$ cat src/common/memPkg.sv
// memory subsystem package: address union, page and register constants, ROM contents
package memPkg;

	// one CPU address word, read either as a RAM location or as an I/O register
	typedef union packed {
		struct packed {
			logic [1:0]  bank;	// top two bits pick the RAM bank
			logic [13:0] offset;	// word within the bank
		} ram;
		struct packed {
			logic [7:0] page;	// 256-word page of the map
			logic [3:0] sel;	// peripheral within an I/O page
			logic [3:0] regIdx;	// register within the peripheral
		} io;
	} memAddr_t;

	// address map pages
	localparam logic [7:0] ROM_PAGE  = 8'h00;	// boot ROM, 0x0000..0x00ff
	localparam logic [7:0] GPIO_PAGE = 8'h01;
	localparam logic [7:0] PWM_PAGE  = 8'h01;
	localparam logic [7:0] HOLE_LAST = 8'h0F;	// last page of the I/O area

	// peripheral select within an I/O page
	localparam logic [3:0] GPIO_SEL = 4'h1;	// 0x011x
	localparam logic [3:0] PWM_SEL  = 4'h2;	// 0x012x

	// GPIO registers
	localparam logic [3:0] GPIO_OUT_REG = 4'h0;	// output latch
	localparam logic [3:0] GPIO_IN_REG  = 4'h1;	// synchronized input pins

	// PWM registers, one duty per LED
	localparam logic [3:0] PWM_DUTY0 = 4'h0;
	localparam logic [3:0] PWM_DUTY1 = 4'h1;
	localparam logic [3:0] PWM_DUTY2 = 4'h2;

	// boot ROM image, a recognizable pattern with no two words alike
	function automatic logic [15:0] romWord(input logic [7:0] romAddr);
		logic [7:0] upper;
		upper = romAddr ^ 8'hA5;
		return {upper, romAddr};
	endfunction

endpackage

$ cat src/memoryController/bootRom.sv
// boot ROM: 256 words with registered read, contents from the package
module bootRom #(
	parameter int BITS = 16
) (
	input  logic            CLK,
	input  logic [7:0]      addr,
	output logic [BITS-1:0] data
);
	import memPkg::*;

	logic [BITS-1:0] romArray [256];

	// image is built at elaboration
	always_comb begin
		for (int i = 0; i < 256; i++) begin
			romArray[i] = BITS'(romWord(i[7:0]));
		end
	end

	always_ff @(posedge CLK) begin
		data <= romArray[addr];	// one cycle latency
	end

endmodule

$ cat config.mk
export PLATFORM = sky130hd
export DESIGN_NAME = bootRom
export DESIGN_NICKNAME = d
export VERILOG_FILES = /design/src/common/memPkg.sv /design/src/memoryController/bootRom.sv
export SDC_FILE = /design/constraint.sdc
export NUM_CORES = 1
export LEC_CHECK = 0
export BUFFER_PORTS_ARGS = -buffer_cell sky130_fd_sc_hd__buf_2
export CORE_AREA = 2 2 39 41
export DETAILED_ROUTE_END_ITERATION = 10
export DIE_AREA = 0 0 41 43
export PLACE_DENSITY = 0.48
export SLEW_MARGIN = 20
export SYNTH_ARGS = -nofsm -noshare
export SYNTH_HDL_FRONTEND = slang
export SYNTH_SLANG_ARGS = --single-unit
$ cat constraint.sdc
create_clock -name CLK -period 0.8 [get_ports CLK]
set_input_delay 0.04 -clock CLK [delete_from_list [all_inputs] [get_ports CLK]]
set_output_delay 0.04 -clock CLK [all_outputs]
set_load 0.05 [all_outputs]
-- Word level (Yosys, flattened, before mapping)
Memory sizes are Yosys's and may differ from the RTL's. A register that Yosys moved wholly into a read port is not among the register bits.
Cells that the tools add are included.
- register bits: 0
- latch bits: 0
- RAM bits: 0
- bits in read-only memories: 4096
- output and inout port bits: 16
- logic and storage cells: 2
- memories: 1
- memories (memory ; depth ; bits a word ; read ports ; clocked after memory_dff ; write ports ; RTL line ; text):
    (name not given) ; 256 ; 16 ; 1 ; 1 ; 0 ; bootRom.sv:21 ; data <= romArray[addr];
- add/subtract/negate cells: 0
- multiply operators: 0
- div/mod/pow operators: 0
- order comparisons: 0
- eq/ne operators: 0
- shift operators: 0
- muxes and demuxes: 0
- bitwise operators: 1
- reduce and logical (&&, ||, !) cells: 0
- operators with widths (operator ; count):
    inverter 8 -> 9 bit ; 1

-- Logic depth before layout (Yosys ltp)
- word-level depth: 1
- gate-level depth with buffers: 1
- gate-level depth less buffers: 1

-- Worst setup path after synthesis
Ideal clock, no wire load.
- kind: register -> output
- start point: register data[3] (netlist name)
- end point: output data[11]
- data arrival time: 0.894 ns
- data required time: 0.760 ns
- slack: -0.134 ns
- cell stages (with the launch flop): 2
- path buffers: 1
- cell sequence: dfxtp_1 > buf_4
- RTL lines (item ; RTL line ; text):
    to (decl) ; bootRom.sv:7 ; output logic [BITS-1:0] data

==> impl_metrics.prom <==
# TYPE chip_impl_metric gauge
chip_impl_info{name="result_of_the_run",value="complete, but fails checks"} 1
chip_impl_info{name="violations",value="negative setup slack"} 1
chip_impl_metric{name="drt_drc_violations_left",unit=""} 0
chip_impl_metric{name="via_count_of_the_first_global_routing_pass",unit=""} 294
chip_impl_metric{name="post_route_cells_drive_above_1_share",unit=""} 0.769
chip_impl_metric{name="hold_depth",unit=""} 2
chip_impl_metric{name="drt-vias-per-instance",unit=""} 3.68
chip_impl_metric{name="drtAntennaViolNets",unit=""} 0
chip_impl_info{name="yosys.area.top_type",value="dfxtp_1"} 1
chip_impl_metric{name="synth.distinct_cells",unit=""} 3
chip_impl_metric{name="power_per_cell_area",unit="nW/um^2"} 2210
chip_impl_info{name="startpoint_type",value="flop"} 1
chip_impl_metric{name="stdcell_area",unit="sq um"} 657
chip_impl_metric{name="wl",unit="microns"} 794
chip_impl_metric{name="postSynthRegisterBits",unit=""} 12
chip_impl_info{name="hp-start",value="addr[7]"} 1
chip_impl_metric{name="max-slew-margin-rel",unit=""} 0.926
chip_impl_info{name="cp_slowest_cell",value="dfxtp_2"} 1
chip_impl_info{name="cts_tree",value="yes"} 1
chip_impl_metric{name="die_h",unit="microns"} 43
chip_impl_metric{name="post_cts.repair.setup_buffers",unit=""} 0
chip_impl_metric{name="worst_vdd_drop",unit="mV"} 1.22
chip_impl_metric{name="post-route-worst-setup-slack",unit="ns"} -0.0187
chip_impl_metric{name="ys_warn_count",unit=""} 0
chip_impl_metric{name="clk_path_buf_depth",unit=""} 2
chip_impl_metric{name="chipWidth",unit="microns"} 41
chip_impl_metric{name="synthesis.instances",unit=""} 20
chip_impl_metric{name="multi_input_comb_cells",unit=""} 0
chip_impl_metric{name="tritoncts.num_buffers",unit=""} 3
chip_impl_metric{name="min_period_over_period",unit=""} 1.02
chip_impl_metric{name="tightest_slew",unit="ns"} 0.111
chip_impl_metric{name="boundaryPins",unit=""} 25
chip_impl_metric{name="max_freq",unit="GHz"} 1.22
chip_impl_metric{name="internal_power",unit="mW"} 1.05
chip_impl_metric{name="clkSinkCount",unit=""} 12
chip_impl_metric{name="fin_worst_hold_slack",unit="ns"} 0.410
chip_impl_metric{name="crit_path_max_incr_delay",unit="ns"} 0.36
chip_impl_metric{name="place_congestion",unit=""} 0.628
chip_impl_metric{name="synth.net_count",unit=""} 29
chip_impl_metric{name="design.final.nets",unit=""} 62
chip_impl_metric{name="p_sw_frac",unit=""} 0.276
chip_impl_info{name="hp-class",value="in -> reg"} 1
chip_impl_metric{name="number_of_vias_in_the_routed_layout",unit=""} 250
chip_impl_metric{name="grt_antenna_before_repair",unit=""} 0
chip_impl_metric{name="static-leakage-power",unit="nW"} 0.316
chip_impl_metric{name="timing.critical_path.required",unit="ns"} 0.76
chip_impl_metric{name="n_antenna_cell",unit=""} 0
chip_impl_metric{name="synth_largest_type_area_fraction",unit=""} 0.842
chip_impl_metric{name="clock_power_share",unit=""} 0.325
chip_impl_info{name="largest_register",value="data"} 1
chip_impl_info{name="reg_top3",value="data (12)"} 1
chip_impl_metric{name="report.final.setup_viol",unit=""} 8
chip_impl_info{name="cts-root-buf",value="clkbuf_4"} 1
chip_impl_info{name="worst_path_dominant_cell_family",value="flip-flops"} 1
chip_impl_metric{name="die_area",unit="sq um"} 1760
chip_impl_metric{name="pwr-share-seq",unit=""} 0.455
chip_impl_info{name="critical_path.endpoint_type",value="primary output"} 1
chip_impl_metric{name="drv_slew",unit=""} 0
chip_impl_metric{name="clkSlewWorstSetupHoldPaths",unit="ns"} 0.07
chip_impl_metric{name="grt.overflow.total",unit=""} 0
chip_impl_metric{name="placement.setup.worst_slack",unit="ns"} 0.201
chip_impl_metric{name="timing.critical_path.buf_inv",unit=""} 1
chip_impl_info{name="critical_path_type",value="reg -> out"} 1
chip_impl_metric{name="grt_start_max_net_pins",unit=""} 8
chip_impl_metric{name="htree_levels",unit=""} 1
chip_impl_metric{name="cap_violations",unit=""} 0
chip_impl_metric{name="grt_usage",unit=""} 0.116
chip_impl_metric{name="totalNegativeSetupSlack",unit="ns"} -0.138
chip_impl_metric{name="drtPass1Iterations",unit=""} 1
chip_impl_info{name="crit_path_cell_trace",value="buf_8"} 1
chip_impl_metric{name="p_comb_frac",unit=""} 0.220
chip_impl_metric{name="avgRoutedWirePerCell",unit="microns"} 11.7
chip_impl_metric{name="hpwlAfterDp",unit="microns"} 431
chip_impl_metric{name="drt_iter0_drc",unit=""} 0
chip_impl_metric{name="synth.avg_cell_area",unit="sq um"} 14.3
chip_impl_metric{name="crit_arrival",unit="ns"} 0.78
chip_impl_metric{name="floorplan.initialDensity",unit=""} 0.206
chip_impl_metric{name="min_period",unit="ns"} 0.819
chip_impl_metric{name="area_occupied_by_multi_input_gates",unit="sq um"} 0
chip_impl_metric{name="largest_reg_flops",unit=""} 12
chip_impl_metric{name="placedInstanceArea",unit="sq um"} 400
chip_impl_metric{name="grt_first_pass_wirelength",unit="microns"} 1170
chip_impl_metric{name="critPathMaxFanout",unit=""} 2
chip_impl_metric{name="fill_cells",unit=""} 124
chip_impl_metric{name="synthToLayoutAreaGrowth",unit="%"} 130
chip_impl_metric{name="ys_seq_area_frac",unit=""} 0.842
chip_impl_metric{name="power.net_switching",unit="uW"} 400
chip_impl_metric{name="mappedNetlistArea",unit="sq um"} 285
chip_impl_info{name="synth.top_cells.by_area",value="dfxtp_1 84%, buf_4 11%, inv_1 5.3%"} 1
chip_impl_metric{name="number_of_buffers_inserted_by_port_buffering",unit=""} 24
chip_impl_info{name="hold_path_end",value="data[7]"} 1
chip_impl_info{name="rsz0062_at_grt",value="true"} 1
chip_impl_metric{name="finalHoldViolations",unit=""} 0
chip_impl_metric{name="core_area",unit="sq um"} 1380
chip_impl_metric{name="rows",unit=""} 14
worst max path at each step:
stage | startpoint | endpoint | slack [ns] | cells after the start
2_1_floorplan | data[3] | data[11] | 0.04 | 1
3_3_place_gp | data[3] | data[11] | 0.21 | 1
3_5_place_dp | data[3] | data[11] | 0.20 | 1
4_1_cts | data[3] | data[11] | -0.03 | 1
5_1_grt | data[6] | data[14] | -0.05 | 1
6_report | data[6] | data[14] | -0.02 | 1
cells in the mapped netlist:
| cell type | count |
|---|---|
| buf_4 | 4 |
| inv_1 | 4 |
| dfxtp_1 | 12 |
area by class of cell:
| type | count | area [sq um] | share of cell area |
|---|---|---|---|
| clock buffer | 4 | 36.3 | 0.0552 |
| timing repair buffer | 32 | 330 | 0.503 |
| sequential | 12 | 255 | 0.389 |
| inverter | 4 | 15.0 | 0.0229 |
| tap | 16 | 20.0 | 0.0305 |
stage by stage:
step                      std cells   util  power, mW
after floorplan                  20      -      0.827
after global placement           56  0.289      0.873
after detailed placement         56  0.289      0.874
after CTS                        68  0.456       1.44
after global routing             68  0.475       1.50
final                            68  0.475       1.45
cell families (layout without fill, tap and decap cells):
| logic type | count (synthesis) | after routing | share of synthesized area |
|---|---|---|---|
| DFF | 12 | 12 | 0.842 |
| buffers and inverters | 8 | 40 | 0.158 |
what timing repair did:
item | in CTS | in global routing
pin swaps | 0 | 0
hold endpoints to repair | 12 | 0
hold buffers | 8 | 0
resized for setup | 39 | 9
setup endpoints to repair | 16 | 16
power groups by stage:
stage / clock network [mW] / logic, mW / registers [mW]
2_1_floorplan: 0 / 0.0562 / 0.770
3_3_place_gp: 0 / 0.220 / 0.653
3_5_place_dp: 0 / 0.221 / 0.653
4_1_cts: 0.485 / 0.306 / 0.654
5_1_grt: 0.509 / 0.333 / 0.662
6_report: 0.471 / 0.319 / 0.659
metal layers:
layer / global-route usage / share of wire / wire length (microns) / vias up
met2: 0.206 / 0.56 / 445 / 27
met1: 0.0530 / 0.28 / 220 / 105
met3: 0.105 / 0.15 / 118 / 2
met5: 0 / 0 / 0 / -
met4: 0.0800 / 0.013 / 10 / 0
li1: - / - / - / 116
layout by cell type (no fill, tap or decap):
master	synthesis	final
clkbuf_4	0	3
dfxtp_2	0	12
buf_2	0	8
clkbuf_8	0	1
buf_6	0	8
inv_1	4	4
dlygate4sd3_1	0	8
buf_8	0	8
Power figures use the tool's default switching activity.
