<file path="src/common/memPkg.sv">
// memory subsystem package: address union, page and register constants, ROM contents
package memPkg;

	// one CPU address word, read either as a RAM location or as an I/O register
	typedef union packed {
		struct packed {
			logic [1:0]  bank;	// top two bits pick the RAM bank
			logic [13:0] offset;	// word within the bank
		} ram;
		struct packed {
			logic [7:0] page;	// 256-word page of the map
			logic [3:0] sel;	// peripheral within an I/O page
			logic [3:0] regIdx;	// register within the peripheral
		} io;
	} memAddr_t;

	// address map pages
	localparam logic [7:0] ROM_PAGE  = 8'h00;	// boot ROM, 0x0000..0x00ff
	localparam logic [7:0] GPIO_PAGE = 8'h01;
	localparam logic [7:0] PWM_PAGE  = 8'h01;
	localparam logic [7:0] HOLE_LAST = 8'h0F;	// last page of the I/O area

	// peripheral select within an I/O page
	localparam logic [3:0] GPIO_SEL = 4'h1;	// 0x011x
	localparam logic [3:0] PWM_SEL  = 4'h2;	// 0x012x

	// GPIO registers
	localparam logic [3:0] GPIO_OUT_REG = 4'h0;	// output latch
	localparam logic [3:0] GPIO_IN_REG  = 4'h1;	// synchronized input pins

	// PWM registers, one duty per LED
	localparam logic [3:0] PWM_DUTY0 = 4'h0;
	localparam logic [3:0] PWM_DUTY1 = 4'h1;
	localparam logic [3:0] PWM_DUTY2 = 4'h2;

	// boot ROM image, a recognizable pattern with no two words alike
	function automatic logic [15:0] romWord(input logic [7:0] romAddr);
		logic [7:0] upper;
		upper = romAddr ^ 8'hA5;
		return {upper, romAddr};
	endfunction

endpackage

</file>
<file path="src/source/gpioPort.sv">
// GPIO port: output latch, input synchronizer, registered register reads
module gpioPort #(
	parameter int BITS = 16
) (
	input  logic            CLK,
	input  logic            RSTb,
	input  logic [3:0]      regIdx,
	input  logic [BITS-1:0] wrData,
	input  logic            wr,
	input  logic [5:0]      pinsIn,
	output logic [BITS-1:0] rdData,
	output logic [3:0]      pinsOut
);
	import memPkg::*;

	logic [5:0] pinsMeta;	// first sync stage
	logic [5:0] pinsSync;	// safe to read

	// output latch
	always_ff @(posedge CLK) begin
		if (!RSTb)
			pinsOut <= 4'b0000;
		else if (wr && regIdx == GPIO_OUT_REG)
			pinsOut <= wrData[3:0];
	end

	// pins are asynchronous to CLK
	always_ff @(posedge CLK) begin
		pinsMeta <= pinsIn;
		pinsSync <= pinsMeta;
	end

	// pin change reaches rdData on the third edge
	always_ff @(posedge CLK) begin
		case (regIdx)
			GPIO_OUT_REG: rdData <= BITS'(pinsOut);
			GPIO_IN_REG:  rdData <= BITS'(pinsSync);
			default:      rdData <= '0;	// unused registers
		endcase
	end

endmodule

</file>
<file path="config.mk">
export PLATFORM = sky130hd
export DESIGN_NAME = gpioPort
export DESIGN_NICKNAME = d
export VERILOG_FILES = /design/src/common/memPkg.sv /design/src/source/gpioPort.sv
export SDC_FILE = /design/constraint.sdc
export NUM_CORES = 1
export LEC_CHECK = 0
export BUFFER_PORTS_ARGS = -buffer_cell sky130_fd_sc_hd__buf_2
export CAP_MARGIN = 20
export CORE_MARGIN = 2
export CORE_UTILIZATION = 41
export CTS_CLUSTER_DIAMETER = 150
export DETAILED_ROUTE_END_ITERATION = 12
export MAX_ROUTING_LAYER = met4
export PLACE_DENSITY = 0.8
export SLEW_MARGIN = 10
export SYNTH_ARGS = -nofsm -noshare
export SYNTH_HDL_FRONTEND = slang
export SYNTH_SLANG_ARGS = --single-unit
</file>
<file path="constraint.sdc">
create_clock -name CLK -period 2.6 [get_ports CLK]
set_clock_uncertainty 0.05 [all_clocks]
set_input_delay 0.78 -clock CLK [delete_from_list [all_inputs] [get_ports CLK]]
set_output_delay 0.78 -clock CLK [all_outputs]
set_load 0.02 [all_outputs]
</file>
; After elaboration in Yosys (flattened, before gate mapping)
; Index checks and enable logic that the tools add are counted.
[totals]
elab_cells = 8
inputBits = 29
out_inout_bits = 20
register_bits = 32
[op_classes]
n_reduce_logical = 2
eq_ne = 1
muxes = 1
[op_table]
columns = operator, count
row1 = $pmux 6 s2, 1
row2 = $eq 4x1->1 const B, 1
row3 = $logic_not 4->1, 1
row4 = $logic_and 1x1->1, 1

; Depth between registers and ports, before layout
; Gate-level depths: netlist (run 1).
[logic_depth]
ltp_word = 2
depth_mapped = 4
depth_no_buf = 3

; Least setup slack after synthesis (run 1)
; OpenSTA, ideal clock, no wires.
[synth_timing]
kind = input-to-reg
startpoint = in regIdx[1]
endpoint = reg pinsOut[0]
n_path_buf = 1
path_stages = 4
setup_time_ps = 72
arrival_time_ps = 1766
setup_slack_ps = 712
required_time_ps = 2478
cell_sequence = or3_1 buf_6 nor3b_4 mux2i_1
[synth_via]
elab_chain_len = 2
[synth_rtl]
columns = item, line
row1 = start: declaration, gpioPort.sv:7  ; input logic [3:0] regIdx,
row2 = $logic_not 4->1, gpioPort.sv:23  ; else if (wr && regIdx == GPIO_OUT_REG)
row3 = $logic_and 1x1->1, gpioPort.sv:23
row4 = end signal: assignment, gpioPort.sv:24  ; pinsOut <= wrData[3:0];
row5 = end: declaration, gpioPort.sv:12  ; output logic [3:0] pinsOut
; Every way passes these cells.
; A chain may end at the register's enable or synchronous reset.

; Worst setup path in the final report (run 1)
[layout_timing]
startpoint = in regIdx[1]
endpoint = reg pinsOut[2]
; The elaborated chain is that of the path after synthesis.

==> run summary, run 1 <==
largest net degree at the start of global routing - 13
postcts setup bufs - 0
cell area after layout - 833 um^2
first-pass GRT wire length - 1490 um
vias in the first global route - 369
I/O Buffers - 26
Tmin final - 1.77 ns
Crit. End Element - flip-flop
Slew Limit Fails - 0
Total Power - 0.572 mW
DRC - 0
Critical path origin - regIdx[1]
hold buffers post-CTS - 0
setup TNS - 0 ns
drt initial violations - 2
PwrDens - 687 nW/um^2
Die H - 45.5 um
WS Path Type - in2reg
layout cells sized above 1 - 35.6%
M1 GR Usage - 12.7%
RSZ-0062 raised after global routing - false
Final nets - 117
main flop type after synthesis - dfxtp_1
Startpoint Class - primary input
Flop pwr share - 61.5%
Hold WS - 0.287 ns
CP Cell Sequence - buf_2, or3_1, nor3b_4, mux2i_1
Post-DRT Antenna Nets - 0
Placeable Area - 1670 um^2
CP Max Fanout - 5
CTS root buf - clkbuf_4
Sw Pwr - 0.122 mW
Max-Cap Viols - 0
R2R Path Start - pinsOut[1]
ys async rst share - 0%
layer with the highest usage - met2
number of buffers on the longest clock path - 2
post-DR vias/cell - 4.24
most frequent cells in the layout - buf_2 (26), dfxtp_1 (22), conb_1 (10), mux2i_1 (8), nand2_1 (8)
io pins - 49
Comb power frac - 7.5%
RePlAce Congestion - 0.609
Die X - 45.5 um
H-tree depth - 1
most common cell after layout, fill and taps aside - buf_2
crit share post-route - 68.0%
Finished Core Util - 49.9%
Initial DRT Pass Iterations - 3
CP peak stage delay - 0.48 ns
min-delay worst type - reg2reg
Reg clk slew, reported paths - 0.10 ns
synthesized cell area - 707 um^2
GRT overflow - 0
Yosys warning count - 0
Worst Min Path Start - pinsMeta[3]
Post-synth EDFFs - 0
design internal power - 0.450 mW
post-detail-place hpwl - 774 um
f_max - 566 MHz
Final Hold Fails - 0
clock sink count - 22
cells after synthesis - 61
WP buf/inv - 1
Die Area - 2070 um^2
average wire per cell in the routed design - 8.97 um
synthesis-to-finish area growth - 17.9%
Area after DPL - 797 um^2
met3 Use GR - 3.57%
final setup vio count - 0
CTS tree - built
CP Data Arrival Time - 1.95 ns
Worst EP required - 2.78 ns
Initial Utilization - 42.3%
post-cts resize count - 0
vias - 441
Sw Share - 21.3%
M2 GR Usage - 15.2%
Clk pwr share - 31.0%
worst-skew pair later-pin latency - 0.30 ns
CP top delay family - simple AND/OR/NAND/NOR gates
CTS Buf Count - 3
final WL - 933 um
Diodes inserted - 0
Netlist cell types - 13
status - completed
Avg Inst Size Synth - 11.6 um^2
Row Count - 15
Seq/Total Area, Yosys - 62.3%
gr usage total - 10.7%
#FFs+latches synth - 22
Leak Pwr - 0.422 nW
initial antenna violation count - 0
worst vdd ir - 0.378 mV
CP max-delay cell - or3_1
[worst reg2reg max path: stages (launching register included)]
cell	delay, ns
dfxtp_1	0.34
mux2i_1	0.12
nor2_1	0.05
[synth_stat cells, types with 2 or more instances]
master / n / share of area, %
nand2_1: 8 / 4.2
mux2i_1: 8 / 11
nor2_1: 4 / 2.1
buf_4: 10 / 11
dfxtp_1: 22 / 62
and3_1: 2 / 1.8
[power groups by stage]
stage | clock network [mW] | registers (mW) | logic, mW
after floorplan | 0 | 0.362 | 0.0384
after global placement | 0 | 0.359 | 0.0423
after detailed placement | 0 | 0.360 | 0.0432
after CTS | 0.185 | 0.352 | 0.0432
after global routing | 0.201 | 0.353 | 0.0477
final | 0.177 | 0.352 | 0.0430
[worst paths after layout]
kind	end	slack [ns]	cells past startpoint
worst min-delay path	pinsSync[3]	0.29	0
worst max-delay path	pinsOut[2]	0.83	4
worst min register to register	pinsSync[3]	0.29	0
worst max register to register	rdData[1]	1.93	2
[area by class of cell]
cell class,instances,area [um^2]
clock buffer,4,36.3
sequential,22,440
multi-input combinational,35,205
timing repair buffer,26,130
tap,17,21.3
fill,154,837
[flip-flops by register name, indices dropped and copies added, names as in the netlist]
signal	flops
pinsMeta	6
pinsSync	6
rdData	6
pinsOut	4
[per-layer routing]
layer	vias to the layer above	part of all wire, %
li1	224	-
met1	192	42
met2	21	46
met3	4	9.6
met4	0	1.8
met5	-	0
[cell families after synthesis]
| family | after synthesis | share of synthesized area [%] |
|---|---|---|
| other | 1 | 0.530 |
| muxes | 8 | 11.3 |
| buffers and inverters | 13 | 13.4 |
| and+or+nand+nor | 17 | 12.4 |
| DFF | 22 | 62.3 |
[through the flow]
step,setup WS (ns),std cells
6_report,0.833,104
5_1_grt,0.778,104
4_1_cts,0.830,104
3_5_place_dp,0.508,100
3_3_place_gp,0.550,100
2_1_floorplan,0.712,70
No activity file was read; power rests on OpenSTA's default activity.
==> run 2, diff against run 1 <==
CORE_UTILIZATION = 35   (was 41)
PLACE_DENSITY = 0.72   (was 0.8)
clock period = 1.55 ns   (was 2.6 ns; I/O delays follow)
==> run summary, run 2 (synthesis results as in run 1) <==
RePlAce Congestion - 0.669
postcts setup bufs - 0
WP buf/inv - 1
io pins - 49
Die H - 48.9 um
Reg clk slew, reported paths - 0.12 ns
Startpoint Class - flip-flop
Post-DRT Antenna Nets - 0
leading registers by flop count - pinsMeta: 6 flops, pinsSync: 6 flops, rdData: 6 flops
Worst EP required - 1.03 ns
CP max-delay cell - dfxtp_1
Diodes inserted - 0
I/O Buffers - 26
synthesis-to-finish area growth - 23.0%
Die X - 48.9 um
largest net degree at the start of global routing - 14
average wire per cell in the routed design - 8.96 um
Die Area - 2400 um^2
CTS tree - built
Worst Min Path Start - pinsIn[0]
Crit. End Element - output port
crit share post-route - 89.6%
WS Path Type - reg2out
post-DR vias/cell - 3.89
Initial DRT Pass Iterations - 2
WHS Path Cells - 1
Worst R2R Path Depth - 2
CP Data Arrival Time - 0.87 ns
PwrDens - 1260 nW/um^2
clock sink count - 22
vias - 447
layout cells sized above 1 - 36.4%
worst vdd ir - 0.846 mV
f_max - 720 MHz
number of buffers on the longest clock path - 2
RSZ-0062 raised after global routing - false
drt initial violations - 6
Filler Cells Inserted - 201
final WL - 1030 um
CTS root buf - clkbuf_4
Max-Cap Viols - 0
cell area after layout - 870 um^2
Total Power - 1.09 mW
GRT overflow - 0
DRC - 0
R2R Path Start - pinsOut[1]
gr usage total - 10.2%
H-tree depth - 1
CP Cell Sequence - buf_2
initial antenna violation count - 0
worst-skew pair later-pin latency - 0.30 ns
Final Hold Fails - 0
Placeable Area - 1940 um^2
hold buffers post-CTS - 0
status - completed
Initial Utilization - 36.4%
Area after DPL - 817 um^2
most frequent cells in the layout - buf_2 (26), dfxtp_1 (22), conb_1 (10), mux2i_1 (8), nand2_1 (8)
CP top delay family - flip-flops
Slew Limit Fails - 0
CTS Buf Count - 3
post-cts resize count - 0
Worst Hold Path EP - pinsMeta[0]
r2r setup slk - 0.87 ns
most common cell after layout, fill and taps aside - buf_2
CP Max Fanout - 3
reg-to-reg critical path endpoint - pinsOut[1]
Row Count - 16
Leak Pwr - 0.433 nW
Final nets - 118
Tmin final - 1.39 ns
CP peak stage delay - 0.39 ns
final setup vio count - 0
vias in the first global route - 398
min-delay worst type - in2reg
first-pass GRT wire length - 1730 um
-- run 2: cell count changes in the layout (fill, tap and decap cells not counted), sizes merged --
| cell | before | now |
|---|---|---|
| clkbuf | 4 | 3 |
| buf | 26 | 27 |
| bufinv | 0 | 1 |
-- run 2: area by class of cell --
type | instances | area (um^2) | area share (%)
flip-flops and latches | 22 | 440 | 50.6
multi-input cells | 35 | 205 | 23.6
repair buffers | 27 | 138 | 15.8
well taps | 27 | 33.8 | 3.88
clock inverters | 1 | 30.0 | 3.45
clock buffers | 3 | 22.5 | 2.59
-- run 2: where the power goes --
part | switching (mW) | internal [mW]
Sequential | 0.00502 | 0.586
Clock | 0.167 | 0.261
Combinational | 0.0464 | 0.0275
-- run 2: worst max-delay path by stage --
stage / from / end / cells after the start
after floorplan: regIdx[1] / pinsOut[0] / 4
after global placement: regIdx[1] / pinsOut[2] / 4
after detailed placement: regIdx[1] / pinsOut[3] / 4
after CTS: pinsOut[1] / pinsOut[1] / 1
after global routing: pinsOut[0] / pinsOut[0] / 1
final: pinsOut[0] / pinsOut[0] / 1
-- run 2: stage by stage --
step / instances / utilization, % / TNS (ns) / worst slack, ns / hold slack [ns]
final: 115 / 44.8 / 0 / 0.162 / 0.202
after CTS: 115 / 44.8 / 0 / 0.152 / 0.189
after global placement: 111 / 42.1 / -0.460 / -0.120 / 0.260
after detailed placement: 111 / 42.1 / -0.558 / -0.145 / 0.262
after floorplan: 70 / - / -0.0255 / -0.00639 / 0.260
after global routing: 115 / 44.8 / 0 / 0.112 / 0.177
-- run 2: layer usage --
metal  vias up  wire (um)  global-route usage, %
met4         0         29                   8.57
met2        27        488                   15.5
met1       191        412                   10.4
met3         4        100                   3.68
met5         -          0                      -
li1        225          -                      -
