$ cat config.mk
export PLATFORM = sky130hd
export DESIGN_NAME = pwmLed
export DESIGN_NICKNAME = d
export VERILOG_FILES = /design/src/common/memPkg.sv /design/src/source/pwmLed.sv
export SDC_FILE = /design/constraint.sdc
export NUM_CORES = 1
export LEC_CHECK = 0
export BUFFER_PORTS_ARGS = -buffer_cell sky130_fd_sc_hd__buf_2
export CAP_MARGIN = 20
export CORE_ASPECT_RATIO = 0.8
export CORE_MARGIN = 8
export CORE_UTILIZATION = 54
export CTS_CLUSTER_SIZE = 40
export DETAILED_ROUTE_END_ITERATION = 7
export MAX_ROUTING_LAYER = met4
export PLACE_DENSITY = 0.88
export SYNTH_ARGS = -nofsm -noshare
export SYNTH_HDL_FRONTEND = slang
export SYNTH_SLANG_ARGS = --single-unit
$ cat constraint.sdc
create_clock -name CLK -period 2.01 [get_ports CLK]
set_input_delay 0.3015 -clock CLK [delete_from_list [all_inputs] [get_ports CLK]]
set_output_delay 0.3015 -clock CLK [all_outputs]
set_load 0.005 [all_outputs]
$ cat src/common/memPkg.sv
// memory subsystem package: address union, page and register constants, ROM contents
package memPkg;

	// one CPU address word, read either as a RAM location or as an I/O register
	typedef union packed {
		struct packed {
			logic [1:0]  bank;	// top two bits pick the RAM bank
			logic [13:0] offset;	// word within the bank
		} ram;
		struct packed {
			logic [7:0] page;	// 256-word page of the map
			logic [3:0] sel;	// peripheral within an I/O page
			logic [3:0] regIdx;	// register within the peripheral
		} io;
	} memAddr_t;

	// address map pages
	localparam logic [7:0] ROM_PAGE  = 8'h00;	// boot ROM, 0x0000..0x00ff
	localparam logic [7:0] GPIO_PAGE = 8'h01;
	localparam logic [7:0] PWM_PAGE  = 8'h01;
	localparam logic [7:0] HOLE_LAST = 8'h0F;	// last page of the I/O area

	// peripheral select within an I/O page
	localparam logic [3:0] GPIO_SEL = 4'h1;	// 0x011x
	localparam logic [3:0] PWM_SEL  = 4'h2;	// 0x012x

	// GPIO registers
	localparam logic [3:0] GPIO_OUT_REG = 4'h0;	// output latch
	localparam logic [3:0] GPIO_IN_REG  = 4'h1;	// synchronized input pins

	// PWM registers, one duty per LED
	localparam logic [3:0] PWM_DUTY0 = 4'h0;
	localparam logic [3:0] PWM_DUTY1 = 4'h1;
	localparam logic [3:0] PWM_DUTY2 = 4'h2;

	// boot ROM image, a recognizable pattern with no two words alike
	function automatic logic [15:0] romWord(input logic [7:0] romAddr);
		logic [7:0] upper;
		upper = romAddr ^ 8'hA5;
		return {upper, romAddr};
	endfunction

endpackage

$ cat src/source/pwmLed.sv
// PWM LED driver: three duty registers, free-running counter, registered outputs
module pwmLed #(
	parameter int BITS     = 16,
	parameter int PWM_BITS = 8
) (
	input  logic            CLK,
	input  logic            RSTb,
	input  logic [3:0]      regIdx,
	input  logic [BITS-1:0] wrData,
	input  logic            wr,
	output logic [BITS-1:0] rdData,
	output logic [2:0]      leds
);
	import memPkg::*;

	logic [PWM_BITS-1:0] counter;	// one period is 2**PWM_BITS cycles
	logic [PWM_BITS-1:0] duty [3];

	always_ff @(posedge CLK) begin
		if (!RSTb) begin
			duty[0] <= '0;
			duty[1] <= '0;
			duty[2] <= '0;
		end else if (wr) begin
			case (regIdx)
				PWM_DUTY0: duty[0] <= wrData[PWM_BITS-1:0];
				PWM_DUTY1: duty[1] <= wrData[PWM_BITS-1:0];
				PWM_DUTY2: duty[2] <= wrData[PWM_BITS-1:0];
				default:   ;
			endcase
		end
	end

	always_ff @(posedge CLK) begin
		if (!RSTb)
			counter <= '0;
		else
			counter <= counter + 1'b1;	// wraps
	end

	// each counter value occurs once per period, so duty d gives d high cycles
	always_ff @(posedge CLK) begin
		if (!RSTb) begin
			leds <= 3'b000;
		end else begin
			for (int i = 0; i < 3; i++) begin
				leds[i] <= counter < duty[i];
			end
		end
	end

	always_ff @(posedge CLK) begin
		case (regIdx)
			PWM_DUTY0: rdData <= BITS'(duty[0]);
			PWM_DUTY1: rdData <= BITS'(duty[1]);
			PWM_DUTY2: rdData <= BITS'(duty[2]);
			default:   rdData <= '0;
		endcase
	end

endmodule

### Word level (Yosys, flattened, before mapping)

Memory sizes are Yosys's and may differ from the RTL's.
Index checks and enable logic that the tools add are counted.

* bits in registers: 27
* bits in writable memories: 24
* output and inout port bits: 19
* logic and storage cells: 31
* memories: 1

* add/sub/neg operators: 1
* magnitude comparators: 3
* equality and inequality tests: 2
* multiplexer cells: 17
* bitwise operators: 3
* reductions and logical operators: 1

Memories
* duty: depth 3, bits a word 8, rd ports 3, clocked after memory_dff 0, write ports 3, line pwmLed.sv:17 `logic [PWM_BITS-1:0] duty [3];`

Operators by type and width (number)
* 8-bit < comparator: 3
* 8-bit 2-to-1 mux: 3
* 8-bit case mux with 3 select lines: 1
* 1-bit 2-to-1 mux: 13
* 8-bit by 1-bit adder with 8-bit output, second input constant: 1
* 4-bit by 1-bit equality test with 1-bit output, second input constant: 1
* 4-bit by 2-bit equality test with 1-bit output, second input constant: 1
* 4-bit zero test: 1
* 1-bit OR: 3

### Longest topological paths before layout

Gate-level depths: netlist of the first run.

* depth after elaboration: 6
* gate-level depth with buffers: 5
* gate-level depth less buffers: 5

### Worst setup path after synthesis of the first run

No wires, ideal clock.

* path type: in2reg
* start point: input regIdx[3]
* end point: memory duty[0][0] (enable)
* setup time: 0.387 ns
* arrival time: 1.381 ns
* required time: 1.623 ns
* slack: 0.243 ns
* stages: 4
* cell sequence: buf_2 > nor2_1 > nand2_1 > o31ai_1

RTL lines
* start: declaration: line pwmLed.sv:8 `input logic [3:0] regIdx,`
* end: declaration: line pwmLed.sv:17

### Worst setup path after layout of the first run

* start point: register counter[3]
* end point: register leds[1]

* longest elaborated chain between the ends: 1

RTL lines
* start: declaration: line pwmLed.sv:16 `logic [PWM_BITS-1:0] counter;`
* start signal: assignment: line pwmLed.sv:38 `counter <= counter + 1'b1;`
* 8-bit < comparator: line pwmLed.sv:47 `leds[i] <= counter < duty[i];`
* end signal: indexed assignment: line pwmLed.sv:47
* end: declaration: line pwmLed.sv:12 `output logic [2:0] leds`

Every way passes these cells.
A chain may end at the register's enable or synchronous reset.

==> impl_metrics.tcl, run 1 <==
set metrics [dict create \
    cts_buffers 5 \
    via_per_inst 5.202 \
    setup_tns_ns 0 \
    cts-resized-gates 0 \
    syn_avg_cell_area_um2 11.31 \
    layout_commonest_cell "buf_2" \
    maxSlewViolCount 0 \
    die_h_um 72.42 \
    drv_cap 0 \
    drive_gt1_share_pct 18.02 \
    synth_cell_types 32 \
    drtAntennaViolNets 0 \
    period_minus_slack_ns 1.623 \
    crit_fanout 6 \
    start_util_pct 56.48 \
    power_switching_uw 437.6 \
    antenna_found_initial 0 \
    p_seq_share_pct 52.9 \
    arrival_ns 1.80 \
    synthesis.area_um2 2148 \
    ir_drop_uv 456.3 \
    grt_pass1_wl_um 6969 \
    die_w_um 86.52 \
    fill_cells 304 \
    skew_ns 0.004921 \
    insertion_delay_ns 0.30 \
    endpoint_kind "register" \
    core_um2 3804 \
    cts.sinks 43 \
    total_power_mw 1.906 \
    antenna_cells 0 \
    layout_common_cells "25 x buf_2, 24 x edfxtp_1, 22 x inv_1, 22 x ha_1, 19 x dfxtp_1" \
    synth_edf_count 24 \
    synth_area_leaders "edfxtp_1 34%, dfxtp_1 18%, ha_1 13%, inv_1 3.8%, mux2i_1 3.7%" \
    clockRootBuffer "clkbuf_8" \
    finalCritPeriodShare_pct 80.75 \
    setup_violations 0 \
    post_cts_buffers 0 \
    cts_tree "built" \
    htree_levels 2 \
    leakage_nw 1.109 \
    timing.critical_path.cells "ha_1 > a211oi_1 > o21ai_0 > a2111oi_0" \
    drtPass1Iterations 4 \
    setup.worst_path.class "reg -> reg" \
    clkPwrFrac_pct 37.5 \
    rrSetupSlack_ns 0.39 \
    cpPeakStageDelay_ns 0.46 \
    intPower_mw 1.468 \
    ys.warnings.count 0 \
    rsz0062_at_grt "no" \
    synth_top_area_cell "edfxtp_1" \
    cts_buffer_depth 2 \
    cts_hold_buf 0 \
    grt_max_degree 15 \
    hp-class "in -> reg" \
    swShare_pct 22.96 \
    syn_inst 190 \
    ys_seq_elements 43 \
    finalHoldViolations 0 \
    ys_seq_area_share_pct 51.25 \
    dp_hpwl_um 3274 \
    max_freq_ghz 0.6161 \
    drt-wirelength-per-cell_um 15.25 \
    ioPinCount 42 \
    area_delta_synth_final_pct 13.80 \
    required_ns 2.19 \
    nets 266 \
    power_frac_comb_pct 9.6 \
    vias 1441 \
    outcome "complete, no violations" \
    synthFlopType "edfxtp_1" \
    critical-path-top-delay-family "compound AO/OA/AOI/OAI gates" \
    groute.usage.overall_pct 15.09 \
    drc 0 \
    row_count 20 \
    gp_congestion 0.8363 \
    clk_pin_slew_worst_paths_ns 0.08 \
    critical_path.slowest_cell "dfxtp_1" \
    first_global_vias 1381 \
    drt_iter0_drc 112 \
    die-area_um2 6265 \
    drt_wl_total_um 4225 \
    port_buffers 25 \
    crit_buf_inv 0 \
    grt-ovfl-total 0 \
    yosysTopAreaCellShare_pct 33.55 \
    async_reset_ff_share_pct 0 \
    powerDensity_nw_per_um2 779.5 \
    worstSetupStartpointType "register" \
]
## cells in the mapped netlist, drive strengths merged (6+ instances only)
cell type,count
a2bb2oi,8
nand2,6
mux2i,8
ha,22
buf,11
nor3,8
dfxtp,19
edfxtp,24
a21oi,6
inv,22
and2,9
## routing by layer
metal | GRT usage (%) | up-vias | routed length (um)
met5 | - | - | 0
met4 | 7.429 | 0 | 85
met3 | 3.386 | 11 | 234
met2 | 21.74 | 44 | 1938
met1 | 19.54 | 660 | 1967
li1 | - | 726 | -
## worst paths after layout
check,start,endpoint,depth (start not counted)
worst max-delay path,counter[3]$_SDFF_PN0_,leds[1]$_SDFF_PN0_,4
worst min register to register,counter[7]$_SDFF_PN0_,counter[7]$_SDFF_PN0_,2
worst min-delay path,regIdx[2],rdData[2]$_DFF_P_,2
worst max register to register,counter[3]$_SDFF_PN0_,leds[1]$_SDFF_PN0_,4
## cell type report
cell class                      count  area (um2)  share of cell area [%]
Sequential cell                    43        1101                   45.04
Multi-Input combinational cell    118       904.6                   37.00
Timing Repair Buffer               30       162.7                   6.653
Inverter                           23       86.33                   3.531
Clock buffer                        6       82.58                   3.378
Tap cell                           55       68.82                   2.815
Clock inverter                      2       38.79                   1.586
## kinds of logic after synthesis
logic type               share of synthesized area, %
AND/OR/NAND/NOR                                 11.18
buffers and inverters                           7.862
AO/OA/AOI/OAI                                   11.76
adder cells (fa/ha/maj)                         12.81
XOR/XNOR                                        1.223
flip-flops                                      51.25
other                                          0.1746
multiplexers                                    3.728
## sequential cells by signal, summed over array words and instances (netlist names)
register,count
leds,3
duty,24
counter,8
rdData,8
## power by group through the flow
stage / Sequential [mW] / Clock, mW / Combinational (mW)
global placement: 1.02 / 0 / 0.177
CTS: 1.01 / 0.719 / 0.185
floorplan: 1.02 / 0 / 0.128
finish: 1.01 / 0.714 / 0.184
global route: 1.01 / 0.759 / 0.209
detailed placement: 1.03 / 0 / 0.182
## through the flow
stage	setup WS (ns)	cells	hold slack, ns	instance area (um2)	util [%]
final	0.3870	277	0.2781	2445	64.28
after global routing	0.2288	277	0.2885	2445	64.28
after CTS	0.4097	277	0.2755	2445	64.28
after detailed placement	0.4345	269	0.5526	2323	61.09
after global placement	0.4532	269	0.5161	2323	61.09
after floorplan	0.2426	197	0.4232	2175	-
(Power assumes the default switching activity.)
==> inputs of run 2 (changes only) <==
--- a/config.mk
+++ b/config.mk
@@ -9,11 +9,11 @@
 export CAP_MARGIN = 20
 export CORE_ASPECT_RATIO = 0.8
 export CORE_MARGIN = 8
-export CORE_UTILIZATION = 54
+export CORE_UTILIZATION = 49
 export CTS_CLUSTER_SIZE = 40
 export DETAILED_ROUTE_END_ITERATION = 7
 export MAX_ROUTING_LAYER = met4
-export PLACE_DENSITY = 0.88
+export PLACE_DENSITY = 0.85
 export SYNTH_ARGS = -nofsm -noshare
 export SYNTH_HDL_FRONTEND = slang
 export SYNTH_SLANG_ARGS = --single-unit
==> constraint.sdc (replaced) <==
create_clock -name CLK -period 1.4 [get_ports CLK]
set_input_delay 0.21 -clock CLK [delete_from_list [all_inputs] [get_ports CLK]]
set_output_delay 0.21 -clock CLK [all_outputs]
set_load 0.005 [all_outputs]
==> impl_metrics.tcl, run 2 (synthesized netlist as in run 1, its figures left out) <==
set metrics [dict create \
    outcome "finished, violations left" \
    violations "setup timing" \
    top_register "duty" \
    drtPass1Iterations 4 \
    fin_area_um2 2678 \
    worstSetupStartpointType "register" \
    required_ns 1.60 \
    fill_cells 341 \
    insertion_delay_ns 0.30 \
    die_h_um 75.23 \
    drtAntennaViolNets 0 \
    grt_max_degree 15 \
    critical_path.slowest_cell "edfxtp_1" \
    ioPinCount 42 \
    dp_hpwl_um 3540 \
    utilization_pct 63.69 \
    setup.worst_path.class "reg -> reg" \
    area_delta_synth_final_pct 24.64 \
    placed_cells 282 \
    worstHoldStart "regIdx[2]" \
    die_w_um 90.03 \
    r2r-start "duty[0][19]$_DFFE_PP_" \
    row_count 21 \
    critical-path-top-delay-family "compound AO/OA/AOI/OAI gates" \
    first_global_vias 1602 \
    grt-ovfl-total 0 \
    dpl_cell_area_um2 2420 \
    vias 1533 \
    total_power_mw 2.566 \
    die-area_um2 6773 \
    clockRootBuffer "clkbuf_8" \
    drt_wl_total_um 4718 \
    drc 0 \
    crit_buf_inv 1 \
    ir_drop_uv 659.5 \
    r2r-end "leds[2]$_SDFF_PN0_" \
    htree_levels 2 \
    layout_commonest_cell "buf_2" \
    setup_violations 1 \
    max_freq_ghz 0.6656 \
    cts_hold_buf 0 \
    timing.critical_path.cells "inv_2 > ha_4 > a211oi_2 > o21ai_2 > a2111oi_4" \
    period_minus_slack_ns 1.502 \
    reg.largest.list "duty x24, counter x8, rdData x8" \
    grt_pass1_wl_um 7527 \
    start_util_pct 51.10 \
    endpoint_kind "register" \
    layout_setup_ws_ns -0.1024 \
    rsz0062_at_grt "yes" \
    cts_buffer_depth 2 \
    hp-class "in -> reg" \
    cts_buffers 5 \
    maxSlewViolCount 0 \
    drt-wirelength-per-cell_um 16.10 \
    drive_gt1_share_pct 34.75 \
    stdcell_count 293 \
    cpPeakStageDelay_ns 0.43 \
    drt_iter0_drc 62 \
    min_to "rdData[4]$_DFF_P_" \
    crit_fanout 2 \
    port_buffers 25 \
    leakage_nw 1.177 \
    hold-path-cell-count 3 \
    antenna_cells 0 \
    powerDensity_nw_per_um2 958.2 \
    nets 280 \
    groute.usage.overall_pct 14.81 \
    r2r_cells 5 \
    clk_pin_slew_worst_paths_ns 0.09 \
    gp_congestion 0.8558 \
    drv_cap 0 \
    finalHoldViolations 0 \
    rrSetupSlack_ns -0.10 \
    largest_reg_flops 24 \
    cts_tree "built" \
    finalCritPeriodShare_pct 107.3 \
    arrival_ns 1.70 \
    skew_ns 0.01797 \
    cts.sinks 43 \
    layout_common_cells "25 x buf_2, 24 x edfxtp_1, 19 x buf_4" \
    antenna_found_initial 0 \
    setup_tns_ns -0.1024 \
    via_per_inst 5.232 \
    core_um2 4204 \
]
==> run 2: layout make-up <==
cell class	instances	area, um2	share of cell area, %
repair buffers	44	267.8	10.00
multi-input cells	118	1054	39.35
clock buffers	6	72.57	2.710
well taps	57	71.32	2.664
inverters	23	86.33	3.224
clock inverters	2	13.76	0.5140
flip-flops and latches	43	1112	41.54
==> run 2: through the flow <==
| stage | hold slack, ns | worst slack, ns |
|---|---|---|
| global route | 0.2425 | -0.1630 |
| floorplan | 0.3317 | -0.05271 |
| finish | 0.2285 | -0.1024 |
| detailed placement | 0.4847 | -0.2983 |
| global placement | 0.4752 | -0.1627 |
| CTS | 0.2227 | -0.06753 |
==> run 2: tightest hold or removal path: stages <==
cell and delay [ns]:
buf_2 0.09, buf_4 0.14, nor3_1 0.05
==> run 2: metal layers <==
metal  vias up  GRT usage (%)  part of all wire [%]
met3        14          4.582                   5.0
met1       713          16.56                    45
met2        39          23.78                    47
met4         0          8.088                   2.6
li1        767              -                     -
met5         -              -                     0
==> run 2: power breakdown <==
part	leakage [nW]	switching, mW	internal (mW)
Sequential	0.389	0.0483	1.40
Clock	0.0452	0.430	0.352
Combinational	0.743	0.172	0.164
Total	1.18	0.649	1.92
==> run 2: how the worst max path moves through the flow <==
stage / startpoint / endpoint / slack (ns) / cells after the start
after floorplan: regIdx[3] / duty[0][0]$_DFFE_PP_ / -0.05 / 4
after global placement: duty[0][11]$_DFFE_PP_ / leds[1]$_SDFF_PN0_ / -0.16 / 5
after detailed placement: duty[0][19]$_DFFE_PP_ / leds[2]$_SDFF_PN0_ / -0.30 / 5
after CTS: duty[0][20]$_DFFE_PP_ / leds[2]$_SDFF_PN0_ / -0.07 / 4
after global routing: duty[0][19]$_DFFE_PP_ / leds[2]$_SDFF_PN0_ / -0.16 / 5
final: duty[0][19]$_DFFE_PP_ / leds[2]$_SDFF_PN0_ / -0.10 / 5
==> run 2: repair_timing <==
item,in CTS,in global routing
buffers inserted,1,2
endpoints found under the setup margin,4,5
pin swaps,5,7
gates resized for setup,20,16
